File: config.mk
export PLATFORM = sky130hd
export DESIGN_NAME = asteroids_shell_top
export DESIGN_NICKNAME = d
export VERILOG_FILES = /design/src/logic/asteroids_shell_pkg.sv /design/src/logic/core_settings_regs.sv /design/src/logic/arcade_controls.sv /design/src/logic/scaler_video_out.sv /design/src/logic/asteroids_shell_top.sv
export SDC_FILE = /design/constraint.sdc
export NUM_CORES = 1
export LEC_CHECK = 0
export ABC_AREA = 1
export BUFFER_PORTS_ARGS = -buffer_cell sky130_fd_sc_hd__buf_2
export CAP_MARGIN = 20
export CORE_MARGIN = 5
export CORE_UTILIZATION = 38
export DETAILED_ROUTE_END_ITERATION = 8
export PLACE_DENSITY = 0.88
export SETUP_SLACK_MARGIN = 0.5
export SYNTH_ARGS = -nofsm -noshare
export SYNTH_HDL_FRONTEND = slang
export SYNTH_HIERARCHICAL = 1
export SYNTH_SLANG_ARGS = --single-unit
File: constraint.sdc
create_clock -name clk_25_175 -period 1 [get_ports clk_25_175]
set_input_delay 0.1 -clock clk_25_175 [delete_from_list [all_inputs] [get_ports clk_25_175]]
set_output_delay 0.1 -clock clk_25_175 [all_outputs]
set_load 0.05 [all_outputs]
File: src/logic/asteroids_shell_pkg.sv
//////////////////////////////////////////////////
// asteroids shell shared definitions
// bridge widths and setting addresses, controller key
// bits, button vector layout and video widths
//////////////////////////////////////////////////

package asteroids_shell_pkg;

  //////////////////////////////////////////////////
  // host bridge
  //////////////////////////////////////////////////

  localparam int bridge_addr_w = 32;
  localparam int bridge_data_w = 32;

  // exact word addresses of the core settings
  localparam logic [bridge_addr_w-1:0] cs_language_addr   = 32'h8000_0000;
  localparam logic [bridge_addr_w-1:0] cs_ship_count_addr = 32'h9000_0000;
  localparam logic [bridge_addr_w-1:0] cs_test_mode_addr  = 32'h1000_0000;

  // every setting is two bits wide toward the game
  localparam int setting_w = 2;

  //////////////////////////////////////////////////
  // controllers
  //////////////////////////////////////////////////

  localparam int key_w = 32;

  // bit indices in a controller key word
  localparam int key_up     = 0;
  localparam int key_down   = 1;
  localparam int key_left   = 2;
  localparam int key_right  = 3;
  localparam int key_face_a = 4;
  localparam int key_face_b = 5;
  localparam int key_face_x = 6;
  localparam int key_face_y = 7;
  localparam int key_start  = 15;

  // layout of the key bits kept per player after selection
  localparam int sel_right  = 0;
  localparam int sel_left   = 1;
  localparam int sel_fire   = 2;
  localparam int sel_hyper  = 3;
  localparam int sel_thrust = 4;
  localparam int sel_spare  = 5;
  localparam int sel_start  = 6;
  localparam int sel_w      = 7;

  // game button vector, active low
  localparam int button_w       = 8;
  localparam int btn_right      = 7;
  localparam int btn_left       = 6;
  localparam int btn_p1_start   = 5;
  localparam int btn_p2_start   = 4;
  localparam int btn_fire       = 3;
  localparam int btn_spare      = 2;
  localparam int btn_thrust     = 1;
  localparam int btn_hyperspace = 0;

  //////////////////////////////////////////////////
  // video
  //////////////////////////////////////////////////

  localparam int game_color_w = 4;
  localparam int rgb_w        = 24;

endpackage

File: src/logic/core_settings_regs.sv
//////////////////////////////////////////////////
// core setting registers
// bridge writes to exact addresses update language,
// ship count and self-test toward the game core
//////////////////////////////////////////////////

`timescale 1ns/1ps

module core_settings_regs (
  input  logic                                         clk_25_175,
  input  logic                                         rst_n,
  input  logic                                         bridge_wr,
  input  logic [asteroids_shell_pkg::bridge_addr_w-1:0] bridge_addr,
  input  logic [asteroids_shell_pkg::bridge_data_w-1:0] bridge_wr_data,
  output logic [asteroids_shell_pkg::setting_w-1:0]     cs_language,
  output logic [asteroids_shell_pkg::setting_w-1:0]     cs_ship_count,
  output logic                                         self_test_l
);

  // ship count and test mode keep only one stored bit
  logic ship_count_bit;
  logic test_mode_bit;

  // address decode, exact compare
  logic wr_language;
  logic wr_ship_count;
  logic wr_test_mode;

  assign wr_language   = bridge_wr && (bridge_addr == asteroids_shell_pkg::cs_language_addr);
  assign wr_ship_count = bridge_wr && (bridge_addr == asteroids_shell_pkg::cs_ship_count_addr);
  assign wr_test_mode  = bridge_wr && (bridge_addr == asteroids_shell_pkg::cs_test_mode_addr);

  always_ff @(posedge clk_25_175 or negedge rst_n) begin
    if (!rst_n) begin
      cs_language    <= '0;
      ship_count_bit <= 1'b0;
      test_mode_bit  <= 1'b0;
    end else begin
      // language takes both low data bits
      if (wr_language) begin
        cs_language <= bridge_wr_data[asteroids_shell_pkg::setting_w-1:0];
      end
      if (wr_ship_count) begin
        ship_count_bit <= bridge_wr_data[0];
      end
      if (wr_test_mode) begin
        test_mode_bit <= bridge_wr_data[0];
      end
    end
  end

  // upper ship count bit is never written
  assign cs_ship_count = {1'b0, ship_count_bit};

  // game expects self-test low when enabled
  assign self_test_l = ~test_mode_bit;

endmodule

File: src/logic/arcade_controls.sv
//////////////////////////////////////////////////
// arcade controls
// two-flop synchronizer on the used key bits of both
// players, then the active-low game button vector
//////////////////////////////////////////////////

`timescale 1ns/1ps

module arcade_controls (
  input  logic                                    clk_25_175,
  input  logic                                    rst_n,
  input  logic [asteroids_shell_pkg::key_w-1:0]    cont1_key,
  input  logic [asteroids_shell_pkg::key_w-1:0]    cont2_key,
  output logic [asteroids_shell_pkg::button_w-1:0] buttons
);

  // player 0 is controller 1, player 1 is controller 2
  logic [asteroids_shell_pkg::key_w-1:0] key_in [2];

  // selected key bits per player, before and after sync
  logic [1:0][asteroids_shell_pkg::sel_w-1:0] key_sel;
  logic [1:0][asteroids_shell_pkg::sel_w-1:0] key_meta;
  logic [1:0][asteroids_shell_pkg::sel_w-1:0] key_sync;

  assign key_in[0] = cont1_key;
  assign key_in[1] = cont2_key;

  //////////////////////////////////////////////////
  // key selection
  //////////////////////////////////////////////////

  // only the bits the game uses go through the flops
  always_comb begin
    for (int p = 0; p < 2; p++) begin
      key_sel[p][asteroids_shell_pkg::sel_right]  = key_in[p][asteroids_shell_pkg::key_right];
      key_sel[p][asteroids_shell_pkg::sel_left]   = key_in[p][asteroids_shell_pkg::key_left];
      key_sel[p][asteroids_shell_pkg::sel_fire]   = key_in[p][asteroids_shell_pkg::key_face_a];
      key_sel[p][asteroids_shell_pkg::sel_hyper]  = key_in[p][asteroids_shell_pkg::key_face_b];
      key_sel[p][asteroids_shell_pkg::sel_thrust] = key_in[p][asteroids_shell_pkg::key_face_x];
      key_sel[p][asteroids_shell_pkg::sel_spare]  = key_in[p][asteroids_shell_pkg::key_face_y];
      key_sel[p][asteroids_shell_pkg::sel_start]  = key_in[p][asteroids_shell_pkg::key_start];
    end
  end

  //////////////////////////////////////////////////
  // synchronizer
  //////////////////////////////////////////////////

  // keys arrive as async levels
  always_ff @(posedge clk_25_175 or negedge rst_n) begin
    if (!rst_n) begin
      key_meta <= '0;
      key_sync <= '0;
    end else begin
      key_meta <= key_sel;
      key_sync <= key_meta;
    end
  end

  //////////////////////////////////////////////////
  // button vector
  //////////////////////////////////////////////////

  // shared controls merge both players, starts stay per player
  always_comb begin
    buttons[asteroids_shell_pkg::btn_right] =
      ~(key_sync[0][asteroids_shell_pkg::sel_right] | key_sync[1][asteroids_shell_pkg::sel_right]);
    buttons[asteroids_shell_pkg::btn_left] =
      ~(key_sync[0][asteroids_shell_pkg::sel_left] | key_sync[1][asteroids_shell_pkg::sel_left]);
    buttons[asteroids_shell_pkg::btn_p1_start] = ~key_sync[0][asteroids_shell_pkg::sel_start];
    buttons[asteroids_shell_pkg::btn_p2_start] = ~key_sync[1][asteroids_shell_pkg::sel_start];
    buttons[asteroids_shell_pkg::btn_fire] =
      ~(key_sync[0][asteroids_shell_pkg::sel_fire] | key_sync[1][asteroids_shell_pkg::sel_fire]);
    // spare input, unused by the game logic itself
    buttons[asteroids_shell_pkg::btn_spare] =
      ~(key_sync[0][asteroids_shell_pkg::sel_spare] | key_sync[1][asteroids_shell_pkg::sel_spare]);
    buttons[asteroids_shell_pkg::btn_thrust] =
      ~(key_sync[0][asteroids_shell_pkg::sel_thrust] | key_sync[1][asteroids_shell_pkg::sel_thrust]);
    buttons[asteroids_shell_pkg::btn_hyperspace] =
      ~(key_sync[0][asteroids_shell_pkg::sel_hyper] | key_sync[1][asteroids_shell_pkg::sel_hyper]);
  end

endmodule

File: src/logic/scaler_video_out.sv
//////////////////////////////////////////////////
// scaler video output stage
// captures game video, widens 4-bit colour to 24-bit,
// builds data enable and rising-edge sync pulses
//////////////////////////////////////////////////

`timescale 1ns/1ps

module scaler_video_out (
  input  logic                                        clk_25_175,
  input  logic                                        rst_n,
  input  logic [asteroids_shell_pkg::game_color_w-1:0] game_r,
  input  logic [asteroids_shell_pkg::game_color_w-1:0] game_g,
  input  logic [asteroids_shell_pkg::game_color_w-1:0] game_b,
  input  logic                                        game_hs,
  input  logic                                        game_vs,
  input  logic                                        game_hblank,
  input  logic                                        game_vblank,
  output logic [asteroids_shell_pkg::rgb_w-1:0]        video_rgb,
  output logic                                        video_de,
  output logic                                        video_hs,
  output logic                                        video_vs
);

  // stage 1 capture registers
  logic [asteroids_shell_pkg::game_color_w-1:0] cap_r;
  logic [asteroids_shell_pkg::game_color_w-1:0] cap_g;
  logic [asteroids_shell_pkg::game_color_w-1:0] cap_b;
  logic                                         cap_hs;
  logic                                         cap_vs;
  logic                                         cap_hblank;
  logic                                         cap_vblank;

  // previous captured sync levels, edge reference
  logic hs_prev;
  logic vs_prev;

  // stage 2 combinational terms
  logic                                  de_next;
  logic [asteroids_shell_pkg::rgb_w-1:0] rgb_wide;

  //////////////////////////////////////////////////
  // stage 1 capture
  //////////////////////////////////////////////////

  // all game video signals move together
  always_ff @(posedge clk_25_175 or negedge rst_n) begin
    if (!rst_n) begin
      cap_r      <= '0;
      cap_g      <= '0;
      cap_b      <= '0;
      cap_hs     <= 1'b0;
      cap_vs     <= 1'b0;
      cap_hblank <= 1'b0;
      cap_vblank <= 1'b0;
    end else begin
      cap_r      <= game_r;
      cap_g      <= game_g;
      cap_b      <= game_b;
      cap_hs     <= game_hs;
      cap_vs     <= game_vs;
      cap_hblank <= game_hblank;
      cap_vblank <= game_vblank;
    end
  end

  //////////////////////////////////////////////////
  // stage 2 output
  //////////////////////////////////////////////////

  // active area is outside both blanks
  assign de_next = ~(cap_hblank | cap_vblank);

  // nibble repeated twice per byte, so full scale stays full scale
  assign rgb_wide = {{2{cap_r}}, {2{cap_g}}, {2{cap_b}}};

  always_ff @(posedge clk_25_175 or negedge rst_n) begin
    if (!rst_n) begin
      video_rgb <= '0;
      video_de  <= 1'b0;
      video_hs  <= 1'b0;
      video_vs  <= 1'b0;
      hs_prev   <= 1'b0;
      vs_prev   <= 1'b0;
    end else begin
      video_de  <= de_next;
      // black outside the active area
      video_rgb <= de_next ? rgb_wide : '0;
      // one-cycle pulse on each low to high step
      video_hs  <= cap_hs & ~hs_prev;
      video_vs  <= cap_vs & ~vs_prev;
      hs_prev   <= cap_hs;
      vs_prev   <= cap_vs;
    end
  end

endmodule

File: src/logic/asteroids_shell_top.sv
//////////////////////////////////////////////////
// asteroids shell top level
// bridge settings, controller buttons and scaler
// video around the external game core
//////////////////////////////////////////////////

`timescale 1ns/1ps

module asteroids_shell_top (
  input  logic                                         clk_25_175,
  input  logic                                         rst_n,

  // host bridge, synchronous to clk_25_175
  input  logic                                         bridge_wr,
  input  logic [asteroids_shell_pkg::bridge_addr_w-1:0] bridge_addr,
  input  logic [asteroids_shell_pkg::bridge_data_w-1:0] bridge_wr_data,

  // settings toward the game core
  output logic [asteroids_shell_pkg::setting_w-1:0]     cs_language,
  output logic [asteroids_shell_pkg::setting_w-1:0]     cs_ship_count,
  output logic                                         self_test_l,

  // controllers in, game buttons out
  input  logic [asteroids_shell_pkg::key_w-1:0]         cont1_key,
  input  logic [asteroids_shell_pkg::key_w-1:0]         cont2_key,
  output logic [asteroids_shell_pkg::button_w-1:0]      buttons,

  // video from the game core
  input  logic [asteroids_shell_pkg::game_color_w-1:0]  game_r,
  input  logic [asteroids_shell_pkg::game_color_w-1:0]  game_g,
  input  logic [asteroids_shell_pkg::game_color_w-1:0]  game_b,
  input  logic                                         game_hs,
  input  logic                                         game_vs,
  input  logic                                         game_hblank,
  input  logic                                         game_vblank,

  // video to the scaler
  output logic [asteroids_shell_pkg::rgb_w-1:0]         video_rgb,
  output logic                                         video_de,
  output logic                                         video_hs,
  output logic                                         video_vs
);

  // setting registers on the bridge
  core_settings_regs u_core_settings_regs (
    .clk_25_175     (clk_25_175),
    .rst_n          (rst_n),
    .bridge_wr      (bridge_wr),
    .bridge_addr    (bridge_addr),
    .bridge_wr_data (bridge_wr_data),
    .cs_language    (cs_language),
    .cs_ship_count  (cs_ship_count),
    .self_test_l    (self_test_l)
  );

  // key sync and button mapping
  arcade_controls u_arcade_controls (
    .clk_25_175 (clk_25_175),
    .rst_n      (rst_n),
    .cont1_key  (cont1_key),
    .cont2_key  (cont2_key),
    .buttons    (buttons)
  );

  // game video to scaler format
  scaler_video_out u_scaler_video_out (
    .clk_25_175  (clk_25_175),
    .rst_n       (rst_n),
    .game_r      (game_r),
    .game_g      (game_g),
    .game_b      (game_b),
    .game_hs     (game_hs),
    .game_vs     (game_vs),
    .game_hblank (game_hblank),
    .game_vblank (game_vblank),
    .video_rgb   (video_rgb),
    .video_de    (video_de),
    .video_hs    (video_hs),
    .video_vs    (video_vs)
  );

endmodule

---- Word level (Yosys, flattened, before mapping) ----
Cells that the tools add are included.
word-level totals
  register bits ........................... 77
  bits in latches ......................... 0
  RAM bits ................................ 0
  memory bits (read-only) ................. 0
  bits of input ports ..................... 147
  output and inout port bits .............. 40
  logic and storage cells ................. 48
  memories kept ........................... 0
operators by class
  add/sub/neg operators ................... 0
  multiply operators ...................... 0
  div/mod/pow operators ................... 0
  $lt $le $gt $ge ......................... 0
  equality and inequality tests ........... 3
  shift operators ......................... 0
  muxes and demuxes ....................... 1
  bitwise operators ....................... 21
  reductions and logical operators ........ 3
operators with widths
  cell                                                                     count
  32-bit equality test, second input constant                              2
  32-bit by 29-bit equality test with 1-bit output, second input constant  1
  24-bit 2-to-1 mux                                                        1
  1-bit NOT                                                                12
  1-bit bitwise OR                                                         7
  1-bit logical AND                                                        3
  1-bit bitwise AND                                                        2

---- Depth between registers and ports, before layout ----
  depth after elaboration ................. 2
  mapped depth ............................ 8
  depth with buffers taken out ............ 8

---- By module ----
The synthesis kept the hierarchy.
modules (own cells, without submodules)
  module              instances  cells each  area each (µm²)  seq. area each (µm²)
  scaler_video_out    1          78          1082.3           825.8
  arcade_controls     1          36          730.7            700.7
  core_settings_regs  1          93          478.0            100.1

---- Worst setup path before layout ----
No wires, ideal clock.
  path kind ............................... reg2out
  from .................................... register u_arcade_controls/key_sync[10] (netlist name)
  to ...................................... output buttons[0] (netlist name)
  data arrival time ....................... 1.001 ns
  required time ........................... 0.900 ns
  slack ................................... -0.101 ns
  stages on the path, launching flop included .. 2
  path buffers ............................ 0
  cells stage by stage .................... dfrtp_1 nor2_1
between the ends
  word-level cells in the longest chain between the ends .. 2
RTL lines
  what                    line                       text
  from (decl)             arcade_controls.sv:23      logic [1:0][asteroids_shell_pkg::sel_w-1:0] key_sync;
  from (signal assigned)  arcade_controls.sv:56      key_sync <= key_meta;
  1-bit bitwise OR        arcade_controls.sv:80      ~(key_sync[0][asteroids_shell_pkg::sel_hyper] | key_sync[1][asteroids_shell_pkg::sel_hyper]);
  1-bit NOT               arcade_controls.sv:80
  to (decl)               asteroids_shell_top.sv:26  output logic [asteroids_shell_pkg::button_w-1:0] buttons,
No other way between the ends.

---- Final worst setup path ----
  from .................................... register u_arcade_controls/key_sync[9] (netlist name)
  to ...................................... output buttons[3] (netlist name)
between the ends
  word-level cells in the longest chain between the ends .. 2
RTL lines
  what              line                   text
  1-bit bitwise OR  arcade_controls.sv:73  ~(key_sync[0][asteroids_shell_pkg::sel_fire] | key_sync[1][asteroids_shell_pkg::sel_fire]);
  1-bit NOT         arcade_controls.sv:73
No other way between the ends.

==> results.py <==
metrics = {
    "cells_and_area": {
        "final.fill_count": 420,
        "antenna_cells": 0,
        "final_design_area_no_fill_um2": 3760,
        "most_frequent_standard_cell_in_the_layout_excluding_fill_and_tap_cells": "buf_2",
        "postLayoutCoreUtil_pct": 63.8,
        "post_route_cells_drive_above_1_share_pct": 61.3,
        "final-instance-count-excl-fill": 398,
        "syn_to_final_growth_pct": 64.0,
        "final_nets": 465,
        "layout.cells.most_common_list": "buf_2, dfrtp_1, buf_6",
    },
    "sta": {
        "grt_setup_unrepaired": "yes",
        "setup_violations": 27,
        "worst_clock_skew_ps": 9.22,
        "maxClockFrequency_mhz": 885,
        "report.final.hold_viol_count": 88,
        "fin_worst_hold_slack_ps": -371,
        "setup_tns_ps": -920,
        "timing.final.max_slew_violations": 0,
        "timing.final.ws_setup_ps": -129,
        "min_period_over_period_pct": 113,
        "fin_crit_ps": 1130,
    },
    "routing": {
        "avgRoutedWirePerCell_um": 13.6,
        "routed_wl_mm": 5.39,
        "drc": 0,
        "vias_per_cell": 4.31,
        "route.vias.total": 1714,
        "drtIter0Drc": 27,
        "count_of_tritonroute_iterations_in_the_first_routing_pass": 4,
        "antenna_left": 0,
    },
    "yosys": {
        "yosysUniqueCellTypes": 15,
        "syn_area_um2": 2290,
        "synth_fp_nets": 354,
        "synth_sequential_area_ratio_pct": 71.0,
        "total_of_flip_flops_plus_latches_after_synthesis": 65,
        "synth.avg_cell_area_um2": 11.1,
        "synth_cells": 207,
        "ys_warn_count": 6,
    },
    "power": {
        "power_density_nw_per_um2": 1680,
        "leakage_nw": 1.83,
        "power.total_mw": 6.31,
        "vdd.ir_drop.worst_mv": 0.885,
    },
    "setup_path": {
        "regToRegSetupSlack_ps": 180,
        "worst_path_class_setup": "flop to output pin",
        "r2r.worst_path.cells": 3,
        "cp_max_fo": 1,
        "end_kind": "output pin",
        "cp_data_required_time_ps": 900,
        "cp-start-kind": "flop",
        "worstReg2RegStart": "u_scaler_video_out/cap_vblank",
        "setup.worst_path.start": "u_arcade_controls/key_sync[9]",
        "critical_path_arrival_ps": 1030,
    },
    "flow_run": {
        "max-cap-violations": 0,
    },
    "place": {
        "placedInstanceArea_um2": 2960,
        "dp_hpwl_mm": 3.63,
        "globalplace.congestion": 0.819,
        "io_buffers": 105,
        "pre_cts_slack_ps": 3.40,
        "dp_cells": 374,
    },
    "cts": {
        "cts_sinks": 65,
        "number_of_buffers_between_clock_root_and_the_deepest_sink": 2,
        "cts_tree": "built",
        "clock-root-buffer": "clkbuf_8",
        "clk-insertion-delay-late_ps": 330,
        "clkTransAtPathRegs_ps": 70,
        "htree_num_levels": 3,
        "postCtsSetupBuffers": 0,
        "cts_inserted_buffers": 9,
    },
    "global_route": {
        "initial_antenna_violation_count": 0,
        "grt_first_pass_wirelength_mm": 8.34,
        "groute.usage.overall_pct": 14.6,
        "grt_remaining_overflow": 0,
        "via_count_of_the_first_global_routing_pass": 1791,
        "grt_start_max_net_pins": 34,
    },
    "hold_path": {
        "worstHoldPathType": "input port to asynchronous set/reset pin",
    },
    "floorplan": {
        "core_area_um2": 5890,
        "effective_utilization_at_floorplan_pct": 38.9,
        "die_w_um": 87.6,
        "die_area_um2": 7680,
        "num_io_pins": 187,
        "die_height_um": 87.6,
        "floorplan.rows": 28,
    },
    "status": {
        "failed_checks": "hold timing, setup timing",
        "outcome": "finished, violations left",
    },
}
-- area by class of cell --
cell class	instances	area (µm²)	area share, %
repair buffers	114	965	25.7
clock inverters	5	104	2.76
multi-input cells	93	649	17.3
inverters	35	155	4.13
clock buffers	11	141	3.76
flip-flops and latches	65	1650	43.9
well taps	75	93.8	2.50
-- kinds of logic after synthesis --
| family | synth area share, % |
|---|---|
| AOI/OAI and AO/OA | 0.437 |
| and+or+nand+nor | 17.6 |
| other | 0.164 |
| DFF | 71.0 |
| buffers and inverters | 10.8 |
-- cell usage after synthesis --
library cell  number  area, µm²
dfrtp_1           65       1630
inv_2              5       18.8
buf_6              1       11.3
nand2_2            1       6.26
nor2_4             2       22.5
nand3_1            9       45.0
inv_1             29        109
nand2_4            1       11.3
nor2_1            36        135
conb_1             1       3.75
buf_4             14        105
o21ai_1            2       10.0
clkinv_1           1       3.75
nor2_2            13       81.3
nand2_1           27        101
-- worst max-delay path: stages, from the launching register on --
cell     delay [ps]
dfrtp_1         410
nor2_4          140
buf_8           150
-- path summary, 6_finish.rpt --
path | end
setup / recovery | buttons[3]
hold / removal | u_scaler_video_out/cap_g[3]
setup reg to reg | u_scaler_video_out/video_rgb[21]
hold reg to reg | u_arcade_controls/key_sync[0]
max in group asynchronous | u_core_settings_regs/cs_language[0]
min in group clk_25_175 | u_arcade_controls/key_meta[8]
-- layer usage --
layer	vias up	track usage (%)	part of all wire (%)	routed length, µm
li1	819	-	-	-
met1	792	16.0	37	1990
met2	91	25.6	52	2820
met4	0	8.37	2.5	133
met3	12	3.67	8.5	456
met5	-	0	0	0
-- where the power goes --
part / total [mW] / internal (mW) / switching (mW)
logic: 0.830 / 0.341 / 0.488
registers: 2.82 / 2.75 / 0.0676
clock network: 2.66 / 1.72 / 0.935
-- what timing repair did --
action | in CTS | in global routing
hold buffers | 4 | 3
gates cloned | 1 | 0
hold endpoints to repair | 96 | 91
setup endpoints to repair | 59 | 63
gates resized for setup | 95 | 38
pin swaps | 5 | 21
-- flip-flops by register name, indices dropped and copies added (netlist names), 2 cells and up --
signal,flops
u_arcade_controls/key_meta,14
u_arcade_controls/key_sync,14
u_scaler_video_out/video_rgb,12
u_scaler_video_out/cap_b,4
u_scaler_video_out/cap_g,4
u_scaler_video_out/cap_r,4
u_core_settings_regs/cs_language,2
No activity file was read; power rests on OpenSTA's default activity.
